<file path="config.mk">
export PLATFORM = sky130hd
export DESIGN_NAME = cpuCore
export DESIGN_NICKNAME = d
export VERILOG_FILES = /design/src/hdl/cpuPkg.sv /design/src/hdl/aluCore.sv /design/src/hdl/cpuCore.sv /design/src/hdl/decodeStage.sv /design/src/hdl/fetchUnit.sv /design/src/hdl/regFileBypass.sv /design/src/hdl/shiftUnit.sv /design/src/hdl/writebackStage.sv
export SDC_FILE = /design/constraint.sdc
export NUM_CORES = 1
export LEC_CHECK = 0
export CAP_MARGIN = 20
export CORE_MARGIN = 2
export CORE_UTILIZATION = 55
export DETAILED_ROUTE_END_ITERATION = 8
export DONT_BUFFER_PORTS = 1
export GPL_TIMING_DRIVEN = 0
export PLACE_DENSITY = 0.7
export SYNTH_ARGS = -nofsm -noshare
export SYNTH_HDL_FRONTEND = slang
export SYNTH_SLANG_ARGS = --single-unit
</file>
<file path="constraint.sdc">
create_clock -name clk -period 4 [get_ports clk]
set_input_delay 0.2 -clock clk [delete_from_list [all_inputs] [get_ports clk]]
set_output_delay 0.2 -clock clk [all_outputs]
set_load 0.02 [all_outputs]
</file>
<file path="src/hdl/cpuPkg.sv">
/* Shared widths, opcodes and function codes of the integer core,
   plus the bus, instruction, pipeline stage and retire structs */
package cpuPkg;

	localparam int DataWidth    = 16;
	localparam int RegAddrWidth = 3;
	localparam int NumRegs      = 8;
	localparam int PcStep       = 2;
	localparam int OpcodeWidth  = 5;

	// Opcodes kept by the core
	localparam logic [OpcodeWidth-1:0] OpNop      = 5'b00001;
	localparam logic [OpcodeWidth-1:0] OpAddi     = 5'b01000;
	localparam logic [OpcodeWidth-1:0] OpSubi     = 5'b01001;
	localparam logic [OpcodeWidth-1:0] OpXori     = 5'b01010;
	localparam logic [OpcodeWidth-1:0] OpAndni    = 5'b01011;
	localparam logic [OpcodeWidth-1:0] OpRoli     = 5'b10100;
	localparam logic [OpcodeWidth-1:0] OpSlli     = 5'b10101;
	localparam logic [OpcodeWidth-1:0] OpRori     = 5'b10110;
	localparam logic [OpcodeWidth-1:0] OpSrli     = 5'b10111;
	localparam logic [OpcodeWidth-1:0] OpLbi      = 5'b11000;
	localparam logic [OpcodeWidth-1:0] OpAluReg   = 5'b11011;
	localparam logic [OpcodeWidth-1:0] OpShiftReg = 5'b11010;

	// Same encoding as the func field of the register forms
	typedef enum logic [1:0] {Add = 2'b00, Sub = 2'b01, Xor = 2'b10, AndN = 2'b11} aluFunc_t;
	typedef enum logic [1:0] {Rol = 2'b00, Sll = 2'b01, Ror = 2'b10, Srl = 2'b11} shiftFunc_t;

	typedef struct packed {
		logic [OpcodeWidth-1:0]  opcode;
		logic [RegAddrWidth-1:0] rs;
		logic [RegAddrWidth-1:0] rt;
		logic [RegAddrWidth-1:0] rd;
		logic [1:0]              func;
	} instr_t;

	// Wishbone classic, read-only master
	typedef struct packed {
		logic                 cyc;
		logic                 stb;
		logic [DataWidth-1:0] adr;
	} wbReq_t;

	typedef struct packed {
		logic                 ack;
		logic [DataWidth-1:0] dat;
	} wbRsp_t;

	typedef struct packed {
		logic                    valid;
		logic                    regWrite;
		logic [RegAddrWidth-1:0] dest;
		logic                    useShift;
		logic [1:0]              func;      // aluFunc_t or shiftFunc_t
		logic                    subFromB;
		logic [DataWidth-1:0]    opA;
		logic [DataWidth-1:0]    opB;
	} exOp_t;

	typedef struct packed {
		logic                    valid;
		logic                    regWrite;
		logic [RegAddrWidth-1:0] dest;
		logic [DataWidth-1:0]    data;
	} exResult_t;

	typedef struct packed {
		logic                    valid;
		logic [RegAddrWidth-1:0] rd;
		logic [DataWidth-1:0]    data;
	} retire_t;

endpackage

</file>
<file path="src/hdl/aluCore.sv">
/* Add, subtract, xor and and-not on the execute operands */
module aluCore (
	input  cpuPkg::exOp_t                idEx,
	output logic [cpuPkg::DataWidth-1:0] aluResult
);

	cpuPkg::aluFunc_t fn;

	assign fn = cpuPkg::aluFunc_t'(idEx.func);

	always_comb begin
		case (fn)
			cpuPkg::Add: begin
				aluResult = idEx.opA + idEx.opB;
			end
			// SUB and SUBI both take the first operand away
			cpuPkg::Sub: begin
				aluResult = idEx.subFromB ? idEx.opB - idEx.opA : idEx.opA - idEx.opB;
			end
			cpuPkg::Xor: begin
				aluResult = idEx.opA ^ idEx.opB;
			end
			default: begin
				aluResult = idEx.opA & ~idEx.opB;
			end
		endcase
	end

endmodule

</file>
<file path="src/hdl/cpuCore.sv">
/* Top level of the pipelined integer core, stage instances only */
module cpuCore (
	input  logic              clk,
	input  logic              arstN,
	output cpuPkg::wbReq_t    ibusReq,
	input  cpuPkg::wbRsp_t    ibusRsp,
	output cpuPkg::retire_t   retire
);

	cpuPkg::instr_t                  ifId;
	logic                            ifIdValid;
	cpuPkg::exOp_t                   idEx;
	cpuPkg::exResult_t               exResult;
	logic [cpuPkg::RegAddrWidth-1:0] rdAddrA;
	logic [cpuPkg::RegAddrWidth-1:0] rdAddrB;
	logic [cpuPkg::DataWidth-1:0]    rdDataA;
	logic [cpuPkg::DataWidth-1:0]    rdDataB;
	logic                            wrEn;
	logic [cpuPkg::RegAddrWidth-1:0] wrAddr;
	logic [cpuPkg::DataWidth-1:0]    wrData;
	logic [cpuPkg::DataWidth-1:0]    aluResult;
	logic [cpuPkg::DataWidth-1:0]    shiftResult;

	fetchUnit fetch_i (.clk, .arstN, .ibusReq, .ibusRsp, .ifId, .ifIdValid);

	decodeStage decode_i (
		.clk, .arstN, .ifId, .ifIdValid,
		.rdAddrA, .rdAddrB, .rdDataA, .rdDataB,
		.exResult, .idEx
	);

	regFileBypass regFile_i (
		.clk, .arstN, .rdAddrA, .rdAddrB, .rdDataA, .rdDataB,
		.wrEn, .wrAddr, .wrData
	);

	// Both units see every ID/EX op, writeback picks one
	aluCore alu_i (.idEx, .aluResult);
	shiftUnit shift_i (.idEx, .shiftResult);

	writebackStage writeback_i (
		.clk, .arstN, .idEx, .aluResult, .shiftResult,
		.exResult, .wrEn, .wrAddr, .wrData, .retire
	);

endmodule

</file>
<file path="src/hdl/decodeStage.sv">
/* Opcode decode, immediate extension and operand forwarding,
   registered into the ID/EX stage */
module decodeStage (
	input  logic                              clk,
	input  logic                              arstN,
	input  cpuPkg::instr_t                    ifId,
	input  logic                              ifIdValid,
	output logic [cpuPkg::RegAddrWidth-1:0]   rdAddrA,
	output logic [cpuPkg::RegAddrWidth-1:0]   rdAddrB,
	input  logic [cpuPkg::DataWidth-1:0]      rdDataA,
	input  logic [cpuPkg::DataWidth-1:0]      rdDataB,
	input  cpuPkg::exResult_t                 exResult,
	output cpuPkg::exOp_t                     idEx
);

	logic [cpuPkg::DataWidth-1:0]    instrBits;
	logic [cpuPkg::DataWidth-1:0]    imm;
	logic [cpuPkg::DataWidth-1:0]    fwdA;
	logic [cpuPkg::DataWidth-1:0]    fwdB;
	logic [cpuPkg::RegAddrWidth-1:0] dest;
	logic [1:0]                      func;
	logic                            regWrite;
	logic                            useShift;
	logic                            subFromB;
	logic                            useRegB;
	logic                            zeroA;
	logic                            exHit;
	cpuPkg::exOp_t                   idExNext;

	assign instrBits = ifId;
	assign rdAddrA   = ifId.rs;
	assign rdAddrB   = ifId.rt;

	always_comb begin
		regWrite = 1'b0;
		useShift = 1'b0;
		subFromB = 1'b0;
		useRegB  = 1'b0;
		zeroA    = 1'b0;
		func     = ifId.func;
		dest     = ifId.rt;
		imm      = '0;
		case (ifId.opcode)
			cpuPkg::OpAddi, cpuPkg::OpSubi: begin
				regWrite = 1'b1;
				func     = ifId.opcode[1:0];
				subFromB = ifId.opcode == cpuPkg::OpSubi;
				imm      = {{(cpuPkg::DataWidth-5){instrBits[4]}}, instrBits[4:0]};
			end
			cpuPkg::OpXori, cpuPkg::OpAndni: begin
				regWrite = 1'b1;
				func     = ifId.opcode[1:0];
				imm      = {{(cpuPkg::DataWidth-5){1'b0}}, instrBits[4:0]};
			end
			// Low opcode bits already give the shift code
			cpuPkg::OpRoli, cpuPkg::OpSlli, cpuPkg::OpRori, cpuPkg::OpSrli: begin
				regWrite = 1'b1;
				useShift = 1'b1;
				func     = ifId.opcode[1:0];
				imm      = {{(cpuPkg::DataWidth-4){1'b0}}, instrBits[3:0]};
			end
			cpuPkg::OpLbi: begin
				regWrite = 1'b1;
				func     = cpuPkg::Add;
				dest     = ifId.rs;
				zeroA    = 1'b1;
				imm      = {{(cpuPkg::DataWidth-8){instrBits[7]}}, instrBits[7:0]};
			end
			cpuPkg::OpAluReg: begin
				regWrite = 1'b1;
				useRegB  = 1'b1;
				dest     = ifId.rd;
				// SUB is Rt minus Rs
				subFromB = ifId.func == cpuPkg::Sub;
			end
			cpuPkg::OpShiftReg: begin
				regWrite = 1'b1;
				useShift = 1'b1;
				useRegB  = 1'b1;
				dest     = ifId.rd;
			end
			// NOP and every other opcode write nothing
			default: begin
				regWrite = 1'b0;
			end
		endcase
	end

	// Execute result wins, writeback value arrives through the register file bypass
	assign exHit = exResult.valid && exResult.regWrite;
	assign fwdA  = (exHit && exResult.dest == ifId.rs) ? exResult.data : rdDataA;
	assign fwdB  = (exHit && exResult.dest == ifId.rt) ? exResult.data : rdDataB;

	always_comb begin
		idExNext.valid    = ifIdValid;
		idExNext.regWrite = ifIdValid && regWrite;
		idExNext.dest     = dest;
		idExNext.useShift = useShift;
		idExNext.func     = func;
		idExNext.subFromB = subFromB;
		idExNext.opA      = zeroA ? '0 : fwdA;
		idExNext.opB      = useRegB ? fwdB : imm;
	end

	always_ff @(posedge clk or negedge arstN) begin
		if (!arstN) begin
			idEx <= '0;
		end else begin
			idEx <= idExNext;
		end
	end

endmodule

</file>
<file path="src/hdl/fetchUnit.sv">
/* Instruction fetch: Wishbone classic read master, program counter
   and the IF/ID register */
module fetchUnit (
	input  logic             clk,
	input  logic             arstN,
	output cpuPkg::wbReq_t   ibusReq,
	input  cpuPkg::wbRsp_t   ibusRsp,
	output cpuPkg::instr_t   ifId,
	output logic             ifIdValid
);

	logic                         reqActive;
	logic [cpuPkg::DataWidth-1:0] pc;
	logic                         accept;

	// Word is taken on any edge with ack during an active request
	assign accept = reqActive && ibusRsp.ack;

	// One idle cycle after reset, then the request never drops
	always_ff @(posedge clk or negedge arstN) begin
		if (!arstN) begin
			reqActive <= 1'b0;
			pc        <= '0;
			ifIdValid <= 1'b0;
		end else begin
			reqActive <= 1'b1;
			ifIdValid <= accept;
			if (accept) begin
				pc <= pc + cpuPkg::DataWidth'(cpuPkg::PcStep);
			end
		end
	end

	// IF/ID payload, only meaningful with ifIdValid
	always_ff @(posedge clk) begin
		if (accept) begin
			ifId <= cpuPkg::instr_t'(ibusRsp.dat);
		end
	end

	always_comb begin
		ibusReq.cyc = reqActive;
		ibusReq.stb = reqActive;
		ibusReq.adr = pc;
	end

endmodule

</file>
<file path="src/hdl/regFileBypass.sv">
/* Eight-entry register file with two read ports, one write port
   and a same-cycle write-to-read bypass */
module regFileBypass (
	input  logic                              clk,
	input  logic                              arstN,
	input  logic [cpuPkg::RegAddrWidth-1:0]   rdAddrA,
	input  logic [cpuPkg::RegAddrWidth-1:0]   rdAddrB,
	output logic [cpuPkg::DataWidth-1:0]      rdDataA,
	output logic [cpuPkg::DataWidth-1:0]      rdDataB,
	input  logic                              wrEn,
	input  logic [cpuPkg::RegAddrWidth-1:0]   wrAddr,
	input  logic [cpuPkg::DataWidth-1:0]      wrData
);

	logic [cpuPkg::DataWidth-1:0] regs [cpuPkg::NumRegs];

	always_ff @(posedge clk or negedge arstN) begin
		if (!arstN) begin
			regs <= '{default: '0};
		end else if (wrEn) begin
			regs[wrAddr] <= wrData;
		end
	end

	// Write in flight is visible to decode this cycle
	assign rdDataA = (wrEn && wrAddr == rdAddrA) ? wrData : regs[rdAddrA];
	assign rdDataB = (wrEn && wrAddr == rdAddrB) ? wrData : regs[rdAddrB];

endmodule

</file>
<file path="src/hdl/shiftUnit.sv">
/* Rotate and logical shift of operand A by 0 to 15 places */
module shiftUnit (
	input  cpuPkg::exOp_t                idEx,
	output logic [cpuPkg::DataWidth-1:0] shiftResult
);

	cpuPkg::shiftFunc_t fn;
	logic [3:0]         amt;

	assign fn  = cpuPkg::shiftFunc_t'(idEx.func);
	assign amt = idEx.opB[3:0];

	// Shift by the full width yields zero, so amt of 0 rotates cleanly
	always_comb begin
		case (fn)
			cpuPkg::Rol: shiftResult = (idEx.opA << amt) | (idEx.opA >> (cpuPkg::DataWidth - amt));
			cpuPkg::Sll: shiftResult = idEx.opA << amt;
			cpuPkg::Ror: shiftResult = (idEx.opA >> amt) | (idEx.opA << (cpuPkg::DataWidth - amt));
			default:     shiftResult = idEx.opA >> amt;
		endcase
	end

endmodule

</file>
<file path="src/hdl/writebackStage.sv">
/* Execute result select, EX/WB register, register write port
   and the retire port */
module writebackStage (
	input  logic                              clk,
	input  logic                              arstN,
	input  cpuPkg::exOp_t                     idEx,
	input  logic [cpuPkg::DataWidth-1:0]      aluResult,
	input  logic [cpuPkg::DataWidth-1:0]      shiftResult,
	output cpuPkg::exResult_t                 exResult,
	output logic                              wrEn,
	output logic [cpuPkg::RegAddrWidth-1:0]   wrAddr,
	output logic [cpuPkg::DataWidth-1:0]      wrData,
	output cpuPkg::retire_t                   retire
);

	cpuPkg::exResult_t wbReg;

	// Also the forwarding source from execute
	always_comb begin
		exResult.valid    = idEx.valid;
		exResult.regWrite = idEx.regWrite;
		exResult.dest     = idEx.dest;
		exResult.data     = idEx.useShift ? shiftResult : aluResult;
	end

	always_ff @(posedge clk or negedge arstN) begin
		if (!arstN) begin
			wbReg <= '0;
		end else begin
			wbReg <= exResult;
		end
	end

	assign wrEn   = wbReg.valid && wbReg.regWrite;
	assign wrAddr = wbReg.dest;
	assign wrData = wbReg.data;

	// Only register writes retire
	assign retire = '{valid: wrEn, rd: wbReg.dest, data: wbReg.data};

endmodule

</file>
==> run summary, run 1 <==
When the netlist entered floorplanning its net count stood at 1649. The detailed-route DRC error count is 0. The total cell area at the placement stage came out at 0.0171 mm². OpenSTA, run right after detailed placement, puts the worst setup slack at -1.02 ns. The deepest clock path buffer count is 3. The post-synth design cell area is 0.0165 mm².

After synthesis, the cell types taking the most area are dfrtp_1 31%, mux4_2 13%, mux2_2 10%. The setup clock skew after layout is between 0.01 and 0.015 ns. Traced cell by cell, the critical path runs through buf_6 -> buf_6 -> buf_6 -> buf_8 -> inv_4 -> ha_2 -> buf_6 -> mux4_2 -> mux4_2 -> nand2_1 -> a21oi_1 -> o41ai_4 -> buf_4 -> o22ai_1. For this configuration, the core starts out at a cell density of 0.558. The number of max-cap violations came out at 0. The worst hold path belongs to the class input port to asynchronous set/reset pin.

The total length of routed met2 wires came out at 27400 µm. The dominant cell type by count on the critical path is buf_6. The maximum number of pins on one net before global-route repair is 208. The area of the core region came out at between 0.02 and 0.03 mm².

The die is around 180 µm wide. The critical path endpoint is decode_i.idEx[17]. The final reports fail on hold timing. After clock tree synthesis, the clock-pin slew on the worst setup and hold paths is 0.06 ns.

In this run the worst setup path begins at decode_i.idEx[0]. Of the synthesized area, sequential elements account for 0.342. The count of hold-fix buffers inserted at cts is 16.

The worst hold slack across all endpoints is -0.636 ns. The first global-routing pass estimated 87300 µm of wire. The post-layout utilization of the core is 0.620. The via count of the first global-routing pass came out at 13.8k. The static leakage came out at 8.04 nW. In this run the worst path has a maximum fanout of 10.

Dividing the detail-routed via count by the number of cells gives slightly below 7. The slowest stage of the critical path is the mux4_2 cell. The flow ran to the end, but the final reports show violations. STA classifies the critical path endpoint as a register.

The final layout net count came out at approximately 1.7k. The detailed-router iteration count before antenna repair is 5. The count of nets left with antenna violations once routing finished came out at 0. Of all cell types, the one taking the most synthesized area is dfrtp_1. The die boundary height is 177 µm.

The number of flops mapped to enable cells by yosys came out at 16. The global-route congestion overflow total is 0. Total power for the finished layout comes to 6.31 mW. Buffers inserted during clock tree synthesis total 25.

The number of max-slew violations in the final report came out at 0. The count of input and output buffers came out at 0. The count of boundary I/O pins is between 50 and 60. The cell depth of the worst flop-to-flop path came out at 14. The cell count after synthesis came out at between 1.5k and 2k. TritonCTS built the clock tree.

The share of synthesized flip-flops with an asynchronous set or reset came out at 0.928. In the detailed route, the total length drawn on met3 is 4840 µm. Counting distinct cell types in the post-synthesis netlist gives 85. The placement row count came out at 63. In the synthesized netlist the dominant register cell turns out to be dfrtp_1. The largest incremental delay on the critical path is 0.53 ns.

The final routed wire length divided by cell count came out at 28.4 µm. The total global-route track usage came out at 0.372. The worst register-to-register path has a setup slack of around 0.039 ns. Based on the critical path, the design can be clocked at up to 0.252 GHz. The highest metal layer carrying signal wires in the routed design is met5. After legalization and detailed placement, the total HPWL measured ~43000 µm.

The critical path required time came out at 4.39 ns. The worst flop-to-flop path endpoint is decode_i.idEx[17]. The share of post-route cells with drive strength above 1 came out at 0.255. The final worst slack is 0.0385 ns. The synthesis-stage register bit count came out at 223.

The category of the most critical setup path is register to register. The worst slew slack as a fraction of its limit came out at 0.308. The largest voltage drop on the vdd net is between 0.3 and 0.4 mV. The final antenna diode count is 0. The slew at the pin with the worst max-slew slack is 1.03 ns.

The count of routing violations after the opening detailed-route iteration is roughly 1.6k. The congestion estimate from routability-driven global placement came to a little over 1. The shortest clock period the worst path allows after layout is around 4.0 ns.

The source-to-sink clock delay at the later pin of the worst-skew pair came out at 0.53 ns. The via count came out at approximately 14k. The CTS sink count is 223. The worst setup path is launched from a register. Relative to the synthesized area, the layout overhead comes to 11.1%. The final hold violation count is 207.

Once layout is done, the placed cells without fillers occupy ~0.018 mm². The source of the worst register-to-register timing path is decode_i.idEx[0]. The number of endpoints failing setup at the final stage came out at 0.

In the finished design, the share of the clock period the worst path needs comes to 0.990. The die covers 0.0315 mm². The clock tree root driver cell is clkbuf_16.

Dividing the synthesized area by the synthesized cell count gives 10.5 µm². The number of levels in the clock H-tree came out at 1. The arrival time at the worst endpoint came out at 4.35 ns. The total wirelength of the detailed-routed design came out at ~58000 µm. Power spread over the standard cell area amounts to roughly 340 mW/mm². For this block, wires on met1 add up to 22800 µm. The number of antenna violations at the first check in global routing came out at 1. The share of the synthesized area in the top cell type came out at 0.313. The yosys synthesis warning count came out at 0.
==> repair_timing <==
item,CTS,global route
gates resized for setup,40,23
pin swaps,6,7
buffers inserted,2,5
hold endpoints to repair,223,207
endpoints found under the setup margin,48,34
==> final cells by class <==
type / instances / area (µm²)
clock inverters: 16 / 166
clock buffers: 30 / 644
fillers: 2449 / 11300
inverters: 62 / 235
multi-input cells: 1131 / 10000
plain buffers: 159 / 876
flip-flops and latches: 223 / 5660
well taps: 390 / 488
repair buffers: 28 / 263
==> layout by cell type, fill, tap and decap left out, types with 7 or more instances in the layout <==
cell type        n
dfrtp_1        204
buf_2           23
o221ai_1        11
nor2b_1          8
buf_1           12
clkbuf_1        75
a211oi_1        12
nor4_1           8
clkbuf_16       25
nand3_1         27
a21o_1          10
a31oi_1          9
xnor2_1         18
a21oi_1        104
nor3_1          21
mux4_2          92
buf_4           45
and3_1          14
mux2_2         148
nand2b_1        11
edfxtp_1        16
o22ai_1         15
inv_1           60
o21a_1           7
buf_6           12
nand2_1        100
mux2i_1         79
dlygate4sd3_1   16
o31ai_1          7
o21ai_0         47
nor2_1         131
mux4_1           8
o211ai_1        21
xor2_1          18
ha_1            47
==> logic make-up after synthesis <==
kind of cell | Yosys count | share of synthesized area
compound gates | 340 | 0.138
xor+xnor | 38 | 0.0206
fa+ha+maj | 53 | 0.0414
buf+inv | 223 | 0.0655
flops | 223 | 0.342
mux | 331 | 0.290
other cells | 2 | 0.000454
simple gates | 367 | 0.102
==> how the worst min path moves through the flow <==
stage	cells after the start	slack (ns)	end	from
4_1_cts	0	-0.65	regFile_i.regs[98]	arstN
6_report	0	-0.64	regFile_i.regs[114]	arstN
5_1_grt	0	-0.65	regFile_i.regs[98]	arstN
3_3_place_gp	0	-0.09	regFile_i.regs[82]	arstN
3_5_place_dp	0	-0.09	regFile_i.regs[82]	arstN
2_1_floorplan	0	-0.1	decode_i.idEx[0]	arstN
==> Yosys cell counts, types with 14 or more instances <==
library cell and n:
edfxtp_1 16, ha_1 50, mux2i_1 79, dfrtp_1 207, nor2_1 132, clkbuf_1 71, o211ai_1 21, a21oi_1 109
mux4_2 92, buf_4 39, mux2_2 148, nor3_1 24, inv_1 60, o21ai_0 52, and3_1 14, xnor2_1 19
o22ai_1 15, buf_2 25, nand2_1 101, xor2_1 18, nand3_1 28
==> flip-flops by register name, summed over array words and instances, names as in the netlist <==
name and count:
decode_i.idEx 41, fetch_i.ifId 16, fetch_i.ifIdValid 1, fetch_i.pc 15
fetch_i.reqActive 1, regFile_i.regs 128, writeback_i.wbReg 2, writeback_i.wrAddr 3
writeback_i.wrData 16
==> report_power, final <==
group	total, mW	internal [mW]	switching (mW)
Combinational	1.41	0.555	0.859
Clock	2.29	1.35	0.941
Sequential	2.60	2.41	0.191
Total	6.31	4.32	1.99
==> metal layers <==
layer  GRT usage  vias up
li1            -     5964
met1       0.493     6946
met2       0.604      742
met3      0.0628      194
met4       0.165        2
met5           0        -
==> critical path: cells and delay by family, from the launching register on <==
kind / cells / cell delay [ns]
buffers and inverters: 7 / 1.24
multiplexers: 2 / 1.06
AO/OA/AOI/OAI: 3 / 0.67
flip-flops: 1 / 0.40
adder cells (fa/ha/maj): 1 / 0.33
AND/OR/NAND/NOR: 1 / 0.10
==> per-stage QoR <==
step / setup TNS (ns) / std cells
6_report: 0 / 2039
5_1_grt: -0.0618 / 2039
4_1_cts: 0 / 2034
3_5_place_dp: -25.76 / 1971
3_3_place_gp: -29.71 / 1967
2_1_floorplan: 0 / 1577
(Power assumes the default switching activity.)
==> run 2, diff against run 1 <==
- PLACE_DENSITY: 0.7 -> 0.78
==> run 2 against run 1 <==
Effect of this change: the flow finishes with violations (hold timing, setup timing); first-iteration DRC count is 9.7% higher; clock power up 5%; non-clock buffer count unchanged; worst hold slack worse by 0.0088 ns; critical path type unchanged.
==> run summary, run 2 (synthesized netlist as in run 1, its figures left out) <==
Of the cells placed in the final design, the portion with a size suffix greater than 1 is 0.255. Buffers inserted during clock tree synthesis total 25. The CTS sink count is 223. The total power divided by cell area came out at approximately 350 mW/mm². Counting cells, the worst reg-to-reg path comes to 13. Setup repair after global routing could not meet its margin everywhere. The critical path is of the register to register type. The number of flip-flops in the largest register is 128. Data on the critical path arrives at its endpoint at 4.38 ns.

The total wirelength of the detailed-routed design came out at ~57000 µm. The setup clock skew after layout is 0.0221 ns. The library cell used most frequently in the layout, excluding fill and tap cells, is dfrtp_1. The number of levels in the clock H-tree is 1. The detailed-router iteration count before antenna repair came out at 5. The checks that failed: hold timing, setup timing. The total cell area at the placement stage is 0.0171 mm². The run finished, with violations left.

In this run the critical register-to-register path is launched from decode_i.idEx[0]. The source-to-sink clock delay at the later pin of the worst-skew pair is 0.54 ns. The highest clock rate is 0.250 GHz. The cell count after placement came out at 1970.

The final layout net count came out at 1702. The number of max-cap violations is 0. The die boundary width came out at approximately 180 µm. The placer's final routability congestion estimate came out at 1.07.

More flip-flops sit in one register than any other, and that register is regFile_i.regs. The core region is approximately 0.030 mm². Of the total power, combinational logic draws 0.220. Setup violations remaining at the end of the flow were counted as 1.

Clock-pin slew was measured on the worst setup and hold paths at 0.06 ns. The share of power burned in the clock network came out at 0.375. The start point of the critical path is decode_i.idEx[0]. Detailed routing placed a total of 5510 µm of wire on met3. After routing, the total negative slack on setup checks comes to -0.00309 ns.

The slew at the pin with the worst max-slew slack came out at 1.05 ns. The final hold violation count came out at 207. The maximum number of pins on one net before global-route repair came out at 208. The switching power share of the total is 0.314. Of all nets on the critical path, the largest fanout is 10. The starting utilization of the core area is 0.558.

The total global-route track usage is 0.362. The total length of routed met2 wires came out at 26500 µm. The final standard cell count with taps included and fillers excluded came out at 2038. The number of fill cells in the layout came out at 2389. The detailed-route DRC error count came out at 0. The count of input and output buffers is 0.

The routed design could run at a clock period as short as 4.00 ns. The part of the power in registers is 0.405. The clock tree root driver cell is clkbuf_16. TritonCTS built the clock tree. The library cells used most frequently in the layout, excluding fill and tap cells, are 204 x dfrtp_1, 148 x mux2_2, 132 x nor2_1.

After detailed routing, the wire length on met1 is around 21000 µm. The worst setup path is launched from a register. The internal power consumption came out at 4.42 mW. The HPWL reported at the end of detailed placement is around 40000 µm. Dividing the detail-routed wire length by the instance count gives 27.9 µm. Measured against its own limit, the worst slew margin works out to 0.295. The highest routing layer actually used is met4. Buffers inserted to repair hold after CTS numbered 16. The post-detailed-route via-to-cell ratio came out at approximately 6.9.

The via count is around 14k. The count of boundary I/O pins came out at 57. Compared with the post-synthesis result, the final layout area differs by 11.5%. The placement row count is 63.

The largest registers in the layout are regFile_i.regs: 128 flops, decode_i.idEx: 41 flops. The global-route wire length before repair is 85600 µm. Of the available clock period, the critical path in the final layout requires 1.00. The die covers 0.0315 mm².

The final antenna diode count came out at 0. The die boundary height is 177 µm. The global-route congestion overflow total is 0. The finished cells cover 0.0184 mm².

The largest voltage drop on the vdd net came out at 0.381 mV. Setup slack on the critical path of the routed design comes to -0.00309 ns. No sink is reached through more buffers than the 3 on the longest clock path. The number of max-slew violations in the final report is 0.

The count of routing violations after the opening detailed-route iteration is 1725. The via count of the first global-routing pass came out at 13.8k. The class of the tightest hold or removal check is input port to asynchronous set/reset pin.

The switching power of the nets is 2.02 mW. The post-route antenna net violation count is 0. At the worst endpoint, the required time is 4.38 ns. The worst setup path is captured at a register. The number of antenna violations at the first check in global routing came out at 0. The worst hold slack across all endpoints is -0.645 ns. For this design the static power due to leakage is 8.06 nW.
run 2: changes by cell type in the layout (fill, tap and decap cells not counted), sizes merged:
cell / change
buf: -2
clkbuf: +3
clkinv: -3
clkinvlp: +1
run 2: path summary, 6_finish.rpt:
check | to | slack, ns
max in group asynchronous | writeback_i.wrData[6] | 4.39
setup / recovery | writeback_i.wrData[1] | -0.003
min in group clk | fetch_i.ifIdValid | 0.22
setup reg to reg | writeback_i.wrData[1] | -0.003
hold / removal | regFile_i.regs[114] | -0.64
hold reg to reg | writeback_i.wbReg[19] | 0.39
run 2: cell type report:
class	count	area [µm²]	share of cell area
multi-input cells	1131	10100	0.545
flip-flops and latches	223	5660	0.307
plain buffers	159	861	0.0467
clock buffers	31	699	0.0379
well taps	390	488	0.0265
repair buffers	28	265	0.0144
inverters	62	235	0.0128
clock inverters	14	180	0.00977
run 2: power groups by stage:
stage | logic (mW) | registers (mW) | clock network, mW
2_1_floorplan | 0.938 | 2.57 | 0
3_3_place_gp | 1.27 | 2.62 | 0
3_5_place_dp | 1.28 | 2.63 | 0
4_1_cts | 1.34 | 2.59 | 2.43
5_1_grt | 1.49 | 2.62 | 2.52
6_report | 1.42 | 2.61 | 2.41
run 2: repair_timing:
item                                    in CTS  in global routing
endpoints found under the setup margin      48                 35
gates cloned                                 0                  0
resized for setup                           31                 26
hold endpoints to repair                   223                207
setup buffers                                1                  6
pin swaps                                    1                  8
run 2: per-layer routing:
| layer | vias up | global-route usage |
|---|---|---|
| li1 | 5951 | - |
| met1 | 6924 | 0.470 |
| met2 | 940 | 0.583 |
| met3 | 254 | 0.0641 |
| met4 | 0 | 0.186 |
| met5 | - | 0 |
run 2: worst max-delay path: stages, from the launching register on:
cell,delay [ns]
dfrtp_2,0.41
buf_6,0.17
buf_6,0.20
buf_6,0.20
clkbuf_8,0.24
inv_4,0.09
ha_2,0.32
buf_4,0.20
mux4_2,0.53
mux4_2,0.50
nand2_1,0.09
a21oi_1,0.14
o41ai_4,0.56
inv_1,0.18
run 2: stage by stage:
stage | utilization | power, mW | setup slack (ns) | hold slack [ns]
floorplan | - | 3.51 | 0.592 | -0.0956
global placement | 0.575 | 3.89 | -1.07 | -0.0899
detailed placement | 0.575 | 3.92 | -1.11 | -0.0909
CTS | 0.615 | 6.36 | -0.00193 | -0.658
global route | 0.622 | 6.62 | -0.00491 | -0.663
finish | 0.622 | 6.44 | -0.00309 | -0.645
